`src/design/rv_core_pkg.sv`:
```
// ======================================
// RV32I core shared definitions
// Widths, instruction encodings, FSM states
// and the decoded control word
// ======================================
package rv_core_pkg;

   localparam int xlen      = 32;
   localparam int reg_count = 32;
   localparam int reg_idx_w = 5;

   localparam logic [xlen-1:0] reset_pc = 32'h0000_0000;

   // RV32I major opcodes, bits 6:0 of the instruction
   typedef enum logic [6:0] {
      op_lui    = 7'b0110111,
      op_auipc  = 7'b0010111,
      op_jal    = 7'b1101111,
      op_jalr   = 7'b1100111,
      op_branch = 7'b1100011,
      op_load   = 7'b0000011,
      op_store  = 7'b0100011,
      op_op_imm = 7'b0010011,
      op_op     = 7'b0110011
   } opcode_e;

   // Arithmetic operations first, branch compares after
   typedef enum logic [4:0] {
      alu_add, alu_sub, alu_sll, alu_slt, alu_sltu, alu_xor,
      alu_srl, alu_sra, alu_or, alu_and, alu_pass_b,
      alu_eq, alu_ne, alu_lt, alu_ge, alu_ltu, alu_geu
   } alu_op_e;

   // Matches funct3[1:0] of loads and stores
   typedef enum logic [1:0] {
      size_byte = 2'd0,
      size_half = 2'd1,
      size_word = 2'd2
   } mem_size_e;

   typedef enum logic [1:0] {
      st_fetch,
      st_execute,
      st_load_wb
   } core_state_e;

   typedef enum logic [1:0] {
      wb_alu,
      wb_pc4,
      wb_load
   } wb_sel_e;

   typedef struct packed {
      alu_op_e   alu_op;
      logic      porta_is_pc;
      logic      portb_is_imm;
      wb_sel_e   wb_sel;
      logic      reg_write;
      logic      mem_read;
      logic      mem_write;
      mem_size_e mem_size;
      logic      mem_unsigned;
      logic      is_branch;
      logic      is_jalr;
   } ctrl_t;

endpackage

```
`src/design/dmem_req_if.sv`:
```
// ======================================
// Data memory request bundle
// One access from sequencer to load/store unit
// ======================================
`timescale 1ns/1ps

interface dmem_req_if;
   import rv_core_pkg::*;

   logic            valid;
   logic            write;
   logic [xlen-1:0] addr;
   logic [xlen-1:0] store_data;
   mem_size_e       size;
   logic            is_unsigned;
   // Extended read data, one cycle after valid
   logic [xlen-1:0] load_data;

   modport requester (
      output valid, write, addr, store_data, size, is_unsigned,
      input  load_data
   );

   modport unit (
      input  valid, write, addr, store_data, size, is_unsigned,
      output load_data
   );

endinterface

```
`src/design/rv_alu.sv`:
```
// ======================================
// Integer ALU with branch compare
// ======================================
`timescale 1ns/1ps

module rv_alu (
   input  rv_core_pkg::alu_op_e         op,
   input  logic [rv_core_pkg::xlen-1:0] a,
   input  logic [rv_core_pkg::xlen-1:0] b,
   output logic [rv_core_pkg::xlen-1:0] result,
   output logic                         cond
);
   import rv_core_pkg::*;

   logic [xlen-1:0] sum;
   logic [xlen-1:0] diff;
   logic [4:0]      shamt;
   logic            lt_s;
   logic            lt_u;
   logic            eq;

   assign sum   = a + b;
   assign diff  = a - b;
   assign shamt = b[4:0];
   assign lt_s  = $signed(a) < $signed(b);
   assign lt_u  = a < b;
   assign eq    = (a == b);

   always_comb begin
      result = sum;
      cond   = 1'b0;
      case (op)
         alu_sub:    result = diff;
         alu_sll:    result = a << shamt;
         alu_slt:    result = xlen'(lt_s);
         alu_sltu:   result = xlen'(lt_u);
         alu_xor:    result = a ^ b;
         alu_srl:    result = a >> shamt;
         alu_sra:    result = $unsigned($signed(a) >>> shamt);
         alu_or:     result = a | b;
         alu_and:    result = a & b;
         alu_pass_b: result = b;
         // Compares only drive cond
         alu_eq:     cond = eq;
         alu_ne:     cond = !eq;
         alu_lt:     cond = lt_s;
         alu_ge:     cond = !lt_s;
         alu_ltu:    cond = lt_u;
         alu_geu:    cond = !lt_u;
         default:    result = sum;
      endcase
   end

endmodule

```
`src/design/rv_core.sv`:
```
// ======================================
// RV32I multi-cycle core, top level
// Fetch, execute, optional load write-back
// One instruction in flight at a time
// ======================================
`timescale 1ns/1ps

module rv_core (
   input  logic                         clk,
   input  logic                         rst_n,
   // Instruction port
   output logic                         imem_req,
   output logic [rv_core_pkg::xlen-1:0] imem_addr,
   input  logic [rv_core_pkg::xlen-1:0] imem_rdata,
   // Data port
   output logic                         dmem_req,
   output logic                         dmem_write,
   output logic [rv_core_pkg::xlen-1:0] dmem_addr,
   output logic [rv_core_pkg::xlen-1:0] dmem_wdata,
   output logic [3:0]                   dmem_byte_en,
   input  logic [rv_core_pkg::xlen-1:0] dmem_rdata,
   output logic                         illegal_instruction
);
   import rv_core_pkg::*;

   core_state_e          state;
   logic [xlen-1:0]      pc;
   logic [reg_idx_w-1:0] load_rd;

   ctrl_t                ctrl;
   logic [reg_idx_w-1:0] rs1;
   logic [reg_idx_w-1:0] rs2;
   logic [reg_idx_w-1:0] rd;
   logic [xlen-1:0]      imm;
   logic                 illegal;

   logic [xlen-1:0]      rdata1;
   logic [xlen-1:0]      rdata2;
   logic [xlen-1:0]      alu_a;
   logic [xlen-1:0]      alu_b;
   logic [xlen-1:0]      alu_result;
   logic                 alu_cond;

   logic                 exec;
   logic                 rf_write;
   logic [reg_idx_w-1:0] rf_rd;
   logic [xlen-1:0]      wb_data;
   logic [xlen-1:0]      pc_plus4;
   logic [xlen-1:0]      pc_target;
   logic [xlen-1:0]      next_pc;

   dmem_req_if dmem_bus ();

   // ======================================
   // Sequencer
   // ======================================
   always_ff @(posedge clk or negedge rst_n) begin
      if (!rst_n) begin
         state    <= st_fetch;
         pc       <= reset_pc;
         imem_req <= 1'b0;
         load_rd  <= '0;
      end else begin
         case (state)
            st_fetch: begin
               // First cycle out of reset only raises the strobe
               if (imem_req) begin
                  imem_req <= 1'b0;
                  state    <= st_execute;
               end else begin
                  imem_req <= 1'b1;
               end
            end
            st_execute: begin
               pc      <= next_pc;
               load_rd <= rd;
               if (ctrl.mem_read) begin
                  state <= st_load_wb;
               end else begin
                  state    <= st_fetch;
                  imem_req <= 1'b1;
               end
            end
            default: begin
               state    <= st_fetch;
               imem_req <= 1'b1;
            end
         endcase
      end
   end

   assign imem_addr           = pc;
   assign exec                = (state == st_execute);
   assign illegal_instruction = exec && illegal;

   // ======================================
   // Datapath
   // ======================================
   rv_decoder decoder_inst (
      .instr   (imem_rdata),
      .ctrl    (ctrl),
      .rs1     (rs1),
      .rs2     (rs2),
      .rd      (rd),
      .imm     (imm),
      .illegal (illegal)
   );

   rv_regfile regfile_inst (
      .clk    (clk),
      .rst_n  (rst_n),
      .rs1    (rs1),
      .rs2    (rs2),
      .rd     (rf_rd),
      .write  (rf_write),
      .wdata  (wb_data),
      .rdata1 (rdata1),
      .rdata2 (rdata2)
   );

   assign alu_a = ctrl.porta_is_pc  ? pc  : rdata1;
   assign alu_b = ctrl.portb_is_imm ? imm : rdata2;

   rv_alu alu_inst (
      .op     (ctrl.alu_op),
      .a      (alu_a),
      .b      (alu_b),
      .result (alu_result),
      .cond   (alu_cond)
   );

   // Loads write back one cycle later, from load_wb
   assign rf_write = (exec && ctrl.reg_write && !ctrl.mem_read) || (state == st_load_wb);
   assign rf_rd    = (state == st_load_wb) ? load_rd : rd;

   always_comb begin
      if (state == st_load_wb) begin
         wb_data = dmem_bus.load_data;
      end else begin
         case (ctrl.wb_sel)
            wb_pc4:  wb_data = pc_plus4;
            default: wb_data = alu_result;
         endcase
      end
   end

   // JAL is the only pc4 write-back that is not JALR
   assign pc_plus4  = pc + 32'd4;
   assign pc_target = pc + imm;

   always_comb begin
      if (ctrl.is_jalr) begin
         next_pc = {alu_result[xlen-1:1], 1'b0};
      end else if ((ctrl.is_branch && alu_cond) || ctrl.wb_sel == wb_pc4) begin
         next_pc = pc_target;
      end else begin
         next_pc = pc_plus4;
      end
   end

   // ======================================
   // Data memory access
   // ======================================
   assign dmem_bus.valid       = exec && (ctrl.mem_read || ctrl.mem_write);
   assign dmem_bus.write       = ctrl.mem_write;
   assign dmem_bus.addr        = alu_result;
   assign dmem_bus.store_data  = rdata2;
   assign dmem_bus.size        = ctrl.mem_size;
   assign dmem_bus.is_unsigned = ctrl.mem_unsigned;

   rv_load_store load_store_inst (
      .clk          (clk),
      .rst_n        (rst_n),
      .req          (dmem_bus),
      .dmem_rdata   (dmem_rdata),
      .dmem_req     (dmem_req),
      .dmem_write   (dmem_write),
      .dmem_addr    (dmem_addr),
      .dmem_wdata   (dmem_wdata),
      .dmem_byte_en (dmem_byte_en)
   );

endmodule

```
`src/design/rv_decoder.sv`:
```
// ======================================
// RV32I instruction decoder
// Control word, immediate and illegal flag
// ======================================
`timescale 1ns/1ps

module rv_decoder (
   input  logic [rv_core_pkg::xlen-1:0]      instr,
   output rv_core_pkg::ctrl_t                ctrl,
   output logic [rv_core_pkg::reg_idx_w-1:0] rs1,
   output logic [rv_core_pkg::reg_idx_w-1:0] rs2,
   output logic [rv_core_pkg::reg_idx_w-1:0] rd,
   output logic [rv_core_pkg::xlen-1:0]      imm,
   output logic                              illegal
);
   import rv_core_pkg::*;

   opcode_e         opcode;
   logic [2:0]      funct3;
   logic [6:0]      funct7;
   logic            alt;
   logic [xlen-1:0] imm_i;
   logic [xlen-1:0] imm_s;
   logic [xlen-1:0] imm_b;
   logic [xlen-1:0] imm_u;
   logic [xlen-1:0] imm_j;

   assign opcode = opcode_e'(instr[6:0]);
   assign funct3 = instr[14:12];
   assign funct7 = instr[31:25];
   assign alt    = instr[30];
   assign rs1    = instr[19:15];
   assign rs2    = instr[24:20];
   assign rd     = instr[11:7];

   // Immediate formats, all sign extended from bit 31
   assign imm_i = {{20{instr[31]}}, instr[31:20]};
   assign imm_s = {{20{instr[31]}}, instr[31:25], instr[11:7]};
   assign imm_b = {{20{instr[31]}}, instr[7], instr[30:25], instr[11:8], 1'b0};
   assign imm_u = {instr[31:12], 12'b0};
   assign imm_j = {{12{instr[31]}}, instr[19:12], instr[20], instr[30:21], 1'b0};

   always_comb begin
      ctrl          = '0;
      ctrl.alu_op   = alu_add;
      ctrl.wb_sel   = wb_alu;
      ctrl.mem_size = size_word;
      imm           = imm_i;
      illegal       = 1'b0;

      case (opcode)
         op_lui: begin
            ctrl.alu_op       = alu_pass_b;
            ctrl.portb_is_imm = 1'b1;
            ctrl.reg_write    = 1'b1;
            imm               = imm_u;
         end
         op_auipc: begin
            ctrl.porta_is_pc  = 1'b1;
            ctrl.portb_is_imm = 1'b1;
            ctrl.reg_write    = 1'b1;
            imm               = imm_u;
         end
         op_jal: begin
            ctrl.wb_sel    = wb_pc4;
            ctrl.reg_write = 1'b1;
            imm            = imm_j;
         end
         op_jalr: begin
            ctrl.portb_is_imm = 1'b1;
            ctrl.wb_sel       = wb_pc4;
            ctrl.reg_write    = 1'b1;
            ctrl.is_jalr      = 1'b1;
            illegal           = (funct3 != 3'b000);
         end
         op_branch: begin
            ctrl.is_branch = 1'b1;
            imm            = imm_b;
            case (funct3)
               3'b000:  ctrl.alu_op = alu_eq;
               3'b001:  ctrl.alu_op = alu_ne;
               3'b100:  ctrl.alu_op = alu_lt;
               3'b101:  ctrl.alu_op = alu_ge;
               3'b110:  ctrl.alu_op = alu_ltu;
               3'b111:  ctrl.alu_op = alu_geu;
               default: illegal     = 1'b1;
            endcase
         end
         op_load: begin
            ctrl.portb_is_imm = 1'b1;
            ctrl.wb_sel       = wb_load;
            ctrl.reg_write    = 1'b1;
            ctrl.mem_read     = 1'b1;
            ctrl.mem_size     = mem_size_e'(funct3[1:0]);
            ctrl.mem_unsigned = funct3[2];
            // Only LB, LH, LW, LBU and LHU exist
            illegal = (funct3[1:0] == 2'b11) || (funct3[2] && funct3[1]);
         end
         op_store: begin
            ctrl.portb_is_imm = 1'b1;
            ctrl.mem_write    = 1'b1;
            ctrl.mem_size     = mem_size_e'(funct3[1:0]);
            imm               = imm_s;
            illegal           = funct3[2] || (funct3[1:0] == 2'b11);
         end
         op_op_imm, op_op: begin
            ctrl.portb_is_imm = (opcode == op_op_imm);
            ctrl.reg_write    = 1'b1;
            case (funct3)
               3'b000:  ctrl.alu_op = (opcode == op_op && alt) ? alu_sub : alu_add;
               3'b001:  ctrl.alu_op = alu_sll;
               3'b010:  ctrl.alu_op = alu_slt;
               3'b011:  ctrl.alu_op = alu_sltu;
               3'b100:  ctrl.alu_op = alu_xor;
               3'b101:  ctrl.alu_op = alt ? alu_sra : alu_srl;
               3'b110:  ctrl.alu_op = alu_or;
               default: ctrl.alu_op = alu_and;
            endcase
            // funct7 must be zero apart from SUB and SRA/SRAI
            if (opcode == op_op) begin
               illegal = !(funct7 == 7'b0 ||
                           (funct7 == 7'b0100000 && (funct3 == 3'b000 || funct3 == 3'b101)));
            end else if (funct3 == 3'b001) begin
               illegal = (funct7 != 7'b0);
            end else if (funct3 == 3'b101) begin
               illegal = (funct7 != 7'b0) && (funct7 != 7'b0100000);
            end
         end
         default: illegal = 1'b1;
      endcase

      // Illegal words fall through as a no-op
      if (illegal) begin
         ctrl.reg_write = 1'b0;
         ctrl.mem_read  = 1'b0;
         ctrl.mem_write = 1'b0;
         ctrl.is_branch = 1'b0;
         ctrl.is_jalr   = 1'b0;
         ctrl.wb_sel    = wb_alu;
      end
   end

endmodule

```
`src/design/rv_load_store.sv`:
```
// ======================================
// Load/store unit
// Lane placement of store data and byte enables,
// extraction and extension of load data
// ======================================
`timescale 1ns/1ps

module rv_load_store (
   input  logic                         clk,
   input  logic                         rst_n,
   dmem_req_if.unit                     req,
   input  logic [rv_core_pkg::xlen-1:0] dmem_rdata,
   output logic                         dmem_req,
   output logic                         dmem_write,
   output logic [rv_core_pkg::xlen-1:0] dmem_addr,
   output logic [rv_core_pkg::xlen-1:0] dmem_wdata,
   output logic [3:0]                   dmem_byte_en
);
   import rv_core_pkg::*;

   logic [1:0]      offset;
   logic [3:0]      lane_en;
   mem_size_e       rd_size;
   logic [1:0]      rd_offset;
   logic            rd_unsigned;
   logic [xlen-1:0] byte_word;
   logic [xlen-1:0] half_word;

   // ======================================
   // Request side
   // ======================================
   assign offset     = req.addr[1:0];
   assign dmem_req   = req.valid;
   assign dmem_write = req.valid && req.write;
   assign dmem_addr  = req.addr;

   always_comb begin
      case (req.size)
         size_byte: begin
            dmem_wdata = {4{req.store_data[7:0]}};
            lane_en    = 4'b0001 << offset;
         end
         size_half: begin
            dmem_wdata = {2{req.store_data[15:0]}};
            lane_en    = offset[1] ? 4'b1100 : 4'b0011;
         end
         default: begin
            dmem_wdata = req.store_data;
            lane_en    = 4'b1111;
         end
      endcase
   end

   assign dmem_byte_en = dmem_write ? lane_en : 4'b0000;

   // Read attributes held for the returning word
   always_ff @(posedge clk or negedge rst_n) begin
      if (!rst_n) begin
         rd_size     <= size_word;
         rd_offset   <= 2'b00;
         rd_unsigned <= 1'b0;
      end else if (req.valid && !req.write) begin
         rd_size     <= req.size;
         rd_offset   <= offset;
         rd_unsigned <= req.is_unsigned;
      end
   end

   // ======================================
   // Response side
   // ======================================
   assign byte_word = dmem_rdata >> {rd_offset, 3'b000};
   assign half_word = dmem_rdata >> {rd_offset[1], 4'b0000};

   always_comb begin
      case (rd_size)
         size_byte: begin
            req.load_data = {{24{!rd_unsigned && byte_word[7]}}, byte_word[7:0]};
         end
         size_half: begin
            req.load_data = {{16{!rd_unsigned && half_word[15]}}, half_word[15:0]};
         end
         default: req.load_data = dmem_rdata;
      endcase
   end

endmodule

```
`src/design/rv_regfile.sv`:
```
// ======================================
// Integer register file, 32 x 32 bits
// Two async read ports, one write port
// ======================================
`timescale 1ns/1ps

module rv_regfile (
   input  logic                              clk,
   input  logic                              rst_n,
   input  logic [rv_core_pkg::reg_idx_w-1:0] rs1,
   input  logic [rv_core_pkg::reg_idx_w-1:0] rs2,
   input  logic [rv_core_pkg::reg_idx_w-1:0] rd,
   input  logic                              write,
   input  logic [rv_core_pkg::xlen-1:0]      wdata,
   output logic [rv_core_pkg::xlen-1:0]      rdata1,
   output logic [rv_core_pkg::xlen-1:0]      rdata2
);
   import rv_core_pkg::*;

   logic [xlen-1:0] regs [reg_count];

   always_ff @(posedge clk or negedge rst_n) begin
      if (!rst_n) begin
         for (int i = 0; i < reg_count; i++) begin
            regs[i] <= '0;
         end
      end else if (write && rd != '0) begin
         regs[rd] <= wdata;
      end
   end

   // x0 reads as zero
   assign rdata1 = (rs1 == '0) ? '0 : regs[rs1];
   assign rdata2 = (rs2 == '0) ? '0 : regs[rs2];

endmodule

```
`config.mk`:
```
export PLATFORM = sky130hd
export DESIGN_NAME = rv_core
export DESIGN_NICKNAME = d
export VERILOG_FILES = /design/src/design/rv_core_pkg.sv /design/src/design/dmem_req_if.sv /design/src/design/rv_alu.sv /design/src/design/rv_core.sv /design/src/design/rv_decoder.sv /design/src/design/rv_load_store.sv /design/src/design/rv_regfile.sv
export SDC_FILE = /design/constraint.sdc
export NUM_CORES = 2
export LEC_CHECK = 0
export BUFFER_PORTS_ARGS = -buffer_cell sky130_fd_sc_hd__buf_2
export CAP_MARGIN = 5
export CORE_UTILIZATION = 70
export CTS_BUF_LIST = sky130_fd_sc_hd__clkbuf_4
export DETAILED_ROUTE_END_ITERATION = 12
export HOLD_SLACK_MARGIN = 0.15
export PLACE_DENSITY = 0.95
export SKIP_CTS_REPAIR_TIMING = 1
export SYNTH_ARGS = -nofsm -noshare
export SYNTH_HDL_FRONTEND = slang
export SYNTH_HIERARCHICAL = 1
export SYNTH_SLANG_ARGS = --single-unit
export TNS_END_PERCENT = 50
```
`constraint.sdc`:
```
create_clock -name clk -period 18 [get_ports clk]
set_input_delay 1.8 -clock clk [delete_from_list [all_inputs] [get_ports clk]]
set_output_delay 1.8 -clock clk [all_outputs]
set_load 0.05 [all_outputs]
```
==> results of run 1 <==
[per-layer routing]
metal  GRT overflow  global-route usage
met5              0               0.494
met4             68               0.797
met3             11               0.700
met2             78               0.925
met1              6               0.805
[stage by stage]
stage	area (sq um)	utilization	worst slack, ns	hold slack (ns)	std cells
floorplan	71500	-	8.33	0.440	6020
global placement	72500	0.720	6.29	0.376	7038
detailed placement	72500	0.721	6.41	0.384	7041
CTS	75800	0.753	6.13	0.412	7501
[logic make-up after synthesis]
family | count (synthesis) | share of synthesized area
multiplexers | 1872 | 0.370
AO/OA/AOI/OAI | 1081 | 0.104
flip-flops | 1069 | 0.374
AND/OR/NAND/NOR | 1013 | 0.0682
buffers and inverters | 796 | 0.0526
adder cells (fa/ha/maj) | 132 | 0.0234
XOR/XNOR | 57 | 0.00699
[cells in the mapped netlist, drive strengths merged (8+ instances only)]
cell type | count | area (sq um)
a221o | 22 | 220
a2111oi | 35 | 357
clkbuf | 342 | 1310
o31ai | 18 | 135
inv | 126 | 473
a22oi | 42 | 320
mux2i | 243 | 2430
nand3 | 53 | 270
dfrtp | 1068 | 26700
mux2 | 1125 | 12700
ha | 129 | 1610
nand3b | 8 | 60.1
o21bai | 14 | 105
or3 | 25 | 163
nor3 | 114 | 592
a21oi | 199 | 1010
a31oi | 23 | 144
a22o | 64 | 561
o22ai | 95 | 614
mux4 | 504 | 11400
and3 | 31 | 200
nand2 | 342 | 1290
nor2b | 48 | 300
nor2 | 250 | 951
a21o | 46 | 348
nand2b | 39 | 246
a221oi | 31 | 278
o221ai | 34 | 298
o21a | 12 | 90.1
buf | 326 | 1970
a211oi | 73 | 558
nand4 | 14 | 87.6
and2 | 16 | 105
a211o | 8 | 70.1
o211ai | 36 | 270
o21ai | 238 | 1190
xnor2 | 30 | 263
xor2 | 27 | 236
or2 | 11 | 68.8
nor4 | 23 | 193
o2111ai | 13 | 114
==> impl_metrics.env, run 1 <==
export IMPL_dp_hpwl_um=202000
export IMPL_syn_cell_area_sq_um=71500
export IMPL_syn_inst=6020
export IMPL_synth_edf_count=0
export IMPL_syn_nets=6218
export IMPL_clockBufferDepth=4
export IMPL_antenna_found_initial=67
export IMPL_clock_sinks=1069
export IMPL_synth_flop_cell="dfrtp_1"
export IMPL_io_buffers=169
export IMPL_initial_core_util=0.711
export IMPL_grt_usage=0.806
export IMPL_htree_levels=5
export IMPL_cts_root_buf="clkbuf_4"
export IMPL_lastStage="5_1_grt"
export IMPL_row_count=116
export IMPL_cts_buffers=292
export IMPL_async_reset_ff_frac=1.00
export IMPL_status="stopped before the end"
export IMPL_ys_ff_latch=1069
export IMPL_grt_ovfl_total=163
export IMPL_yosysWarnings=6
export IMPL_fp_dieH_um=322
export IMPL_synth_area_per_cell_sq_um=11.9
export IMPL_grt_max_degree=190
export IMPL_io_pin_count=170
export IMPL_ys_seq_area_frac=0.374
export IMPL_synthDistinctLibCells=118
export IMPL_stop_error="[ERROR GRT-0232] Routing congestion too high. Check the congestion heatmap in the GUI."
export IMPL_die_w_um=322
export IMPL_gp_congestion=1.10
==> inputs of run 2 (changes only) <==
CORE_UTILIZATION = 40   (was 70)
CTS_BUF_LIST = unset   (was sky130_fd_sc_hd__clkbuf_4)
HOLD_SLACK_MARGIN = unset   (was 0.15)
PLACE_DENSITY = unset   (was 0.95)
PLACE_DENSITY_LB_ADDON = 0.15   (was unset)
==> run 2 against run 1 <==
The flow now finishes, with violations (max-capacitance violations); synthesized cell count stayed put; area after synthesis stayed put.
==> impl_metrics.env, run 2 <==
export IMPL_grt_ovfl_total=0
export IMPL_clock_sinks=1069
export IMPL_largest_reg_flops=1024
export IMPL_vdd_ir_drop_max_uv=77.9
export IMPL_syn_inst=6020
export IMPL_worst_slack_ns=6.38
export IMPL_drt_initial_drc_count=6348
export IMPL_dp_hpwl_um=204000
export IMPL_top_register="regfile_inst/regs"
export IMPL_yosysMostFrequentCell="mux2_2"
export IMPL_gp_congestion=1.05
export IMPL_ys_seq_area_frac=0.374
export IMPL_hold_viol=0
export IMPL_die_w_um=425
export IMPL_power_total_mw=6.58
export IMPL_status="complete, but fails checks"
export IMPL_antenna_found_initial=20
export IMPL_cap_violations=1
export IMPL_synthDistinctLibCells=118
export IMPL_min_delay_path_class="reg -> reg"
export IMPL_synth_flop_cell="dfrtp_1"
export IMPL_synthTopCellsByCount="mux2_2, dfrtp_1, mux4_2"
export IMPL_row_count=154
export IMPL_via_per_inst=6.64
export IMPL_worstSetupPathType="in -> out"
export IMPL_worstPathRequired_ns=16.20
export IMPL_power_density_nw_per_um2=84.3
export IMPL_min_period_ns=11.62
export IMPL_grt_max_degree=168
export IMPL_critPathLaunchType="primary input"
export IMPL_slew_viol_final=0
export IMPL_syn_to_final_growth_pct=9.25
export IMPL_finalWirelength_um=299000
export IMPL_path_max_fanout=92
export IMPL_wl_per_cell_um=36.1
export IMPL_layout_commonest_cell="mux2_2"
export IMPL_synth_top_area_frac=0.374
export IMPL_setup_tns_final_ns=0
export IMPL_firstDrtPassIters=6
export IMPL_fin_nets=6021
export IMPL_max_slew_margin=0.00454
export IMPL_fp_coreArea_sq_um=177000
export IMPL_io_buffers=169
export IMPL_ys_ff_latch=1069
export IMPL_route_vias_total=55000
export IMPL_grt_usage=0.329
export IMPL_drive_gt1_frac=0.394
export IMPL_fin_crit_sh=0.645
export IMPL_grt_pass1_vias=54300
export IMPL_final_cell_mix="mux2_2, dfrtp_1, mux4_2"
export IMPL_syn_cell_area_sq_um=71500
export IMPL_leakagePower_nw=35.0
export IMPL_rsz0062_at_grt="false"
export IMPL_synth_edf_count=0
export IMPL_yosysWarnings=6
export IMPL_final_setup_viol_count=0
export IMPL_cts_tree="built"
export IMPL_clock_fmax_mhz=86.1
export IMPL_synth_area_per_cell_sq_um=11.9
export IMPL_fin_skew_ns=0.0483
export IMPL_final_core_util=0.441
export IMPL_r2r_setup_slack_ns=9.33
export IMPL_clockBufferDepth=3
export IMPL_arrival_ns=9.82
export IMPL_critPathCaptureType="output port"
export IMPL_drcViolationCount=0
export IMPL_io_pin_count=170
export IMPL_yosys_area_top_type="dfrtp_1"
export IMPL_cts_clk_slew_worst_paths_ns=0.06
export IMPL_ant_nets=0
export IMPL_grt_pass1_wl_um=423000
export IMPL_async_reset_ff_frac=1.00
export IMPL_htree_levels=3
export IMPL_cts_root_buf="clkbuf_16"
export IMPL_violations="max-capacitance violations"
export IMPL_die_area_sq_um=180000
export IMPL_worstMarginPinSlew_ns=1.48
export IMPL_place_ws_ns=6.57
export IMPL_syn_nets=6218
export IMPL_initial_core_util=0.404
export IMPL_synth_area_top_cells="dfrtp_1, mux2_2, mux4_2"
export IMPL_cts_buffers=117
export IMPL_fp_dieH_um=425
export IMPL_clock_latency_ns=0.78
==> run 2: through the flow <==
step                hold slack (ns)  instances  area (sq um)
detailed placement            0.384       8043         73900
floorplan                     0.440       6020         71500
finish                        0.398       8273         78100
global route                  0.407       8262         78100
global placement              0.377       8043         73900
CTS                           0.398       8259         78000
==> run 2: layer usage <==
metal | global-route usage | up-vias | routed length (um)
met5 | 0 | - | 48
met2 | 0.512 | 2793 | 136000
met3 | 0.0610 | 728 | 23900
li1 | - | 22500 | -
met1 | 0.424 | 28900 | 118000
met4 | 0.203 | 8 | 21500
==> run 2: cell type report <==
class / instances / area (sq um)
Multi-Input combinational cell: 4155 / 41400
Timing Repair Buffer: 352 / 2370
Clock inverter: 40 / 543
Antenna cell: 13 / 32.5
Inverter: 128 / 480
Clock buffer: 176 / 3550
Tap cell: 2340 / 2930
Sequential cell: 1069 / 26800
Fill cell: 16300 / 98800
==> run 2: logic make-up after synthesis <==
| logic type | Yosys count | synth area share |
|---|---|---|
| mux | 1872 | 0.370 |
| compound gates | 1081 | 0.104 |
| flops | 1069 | 0.374 |
| simple gates | 1013 | 0.0682 |
| buf+inv | 796 | 0.0526 |
| fa+ha+maj | 132 | 0.0234 |
| xor+xnor | 57 | 0.00699 |
==> run 2: power by group <==
| part | total [mW] | leakage [nW] | internal, mW | switching [mW] |
|---|---|---|---|---|
| Clock | 2.57 | 2.01 | 1.51 | 1.05 |
| Combinational | 1.53 | 18.2 | 0.417 | 1.11 |
| Sequential | 2.49 | 14.8 | 2.43 | 0.0555 |
| Total | 6.58 | 35.0 | 4.36 | 2.22 |
==> run 2: final timing paths <==
kind,from,depth (start not counted),to
setup reg to reg,regfile_inst/regs[826]$_DFFE_PN0P_,19,imem_addr[18]$_DFFE_PN0P_
max in group asynchronous,rst_n,5,regfile_inst/regs[742]$_DFFE_PN0P_
hold reg to reg,regfile_inst/regs[1007]$_DFFE_PN0P_,0,regfile_inst/regs[1007]$_DFFE_PN0P_
min in group asynchronous,rst_n,1,regfile_inst/regs[181]$_DFFE_PN0P_
hold / removal,regfile_inst/regs[1007]$_DFFE_PN0P_,0,regfile_inst/regs[1007]$_DFFE_PN0P_
setup / recovery,imem_rdata[22],18,dmem_addr[27]
==> run 2: critical path, cell delays in order <==
cell and delay (ns):
buf_8 0.50, buf_12 0.58, mux4_2 0.34, nand2_1 0.06
a32o_1 0.31, nor4_2 0.56, mux2_2 0.65, clkinv_1 0.72
ha_1 0.66, a21oi_1 0.22, o21ai_0 0.18, o21ai_0 0.77
a21oi_2 0.29, a41oi_1 0.65, a32oi_1 0.10, and4_1 0.23
o21ai_0 0.57, buf_2 0.39
Note: power is estimated with default switching activity, not from simulation.
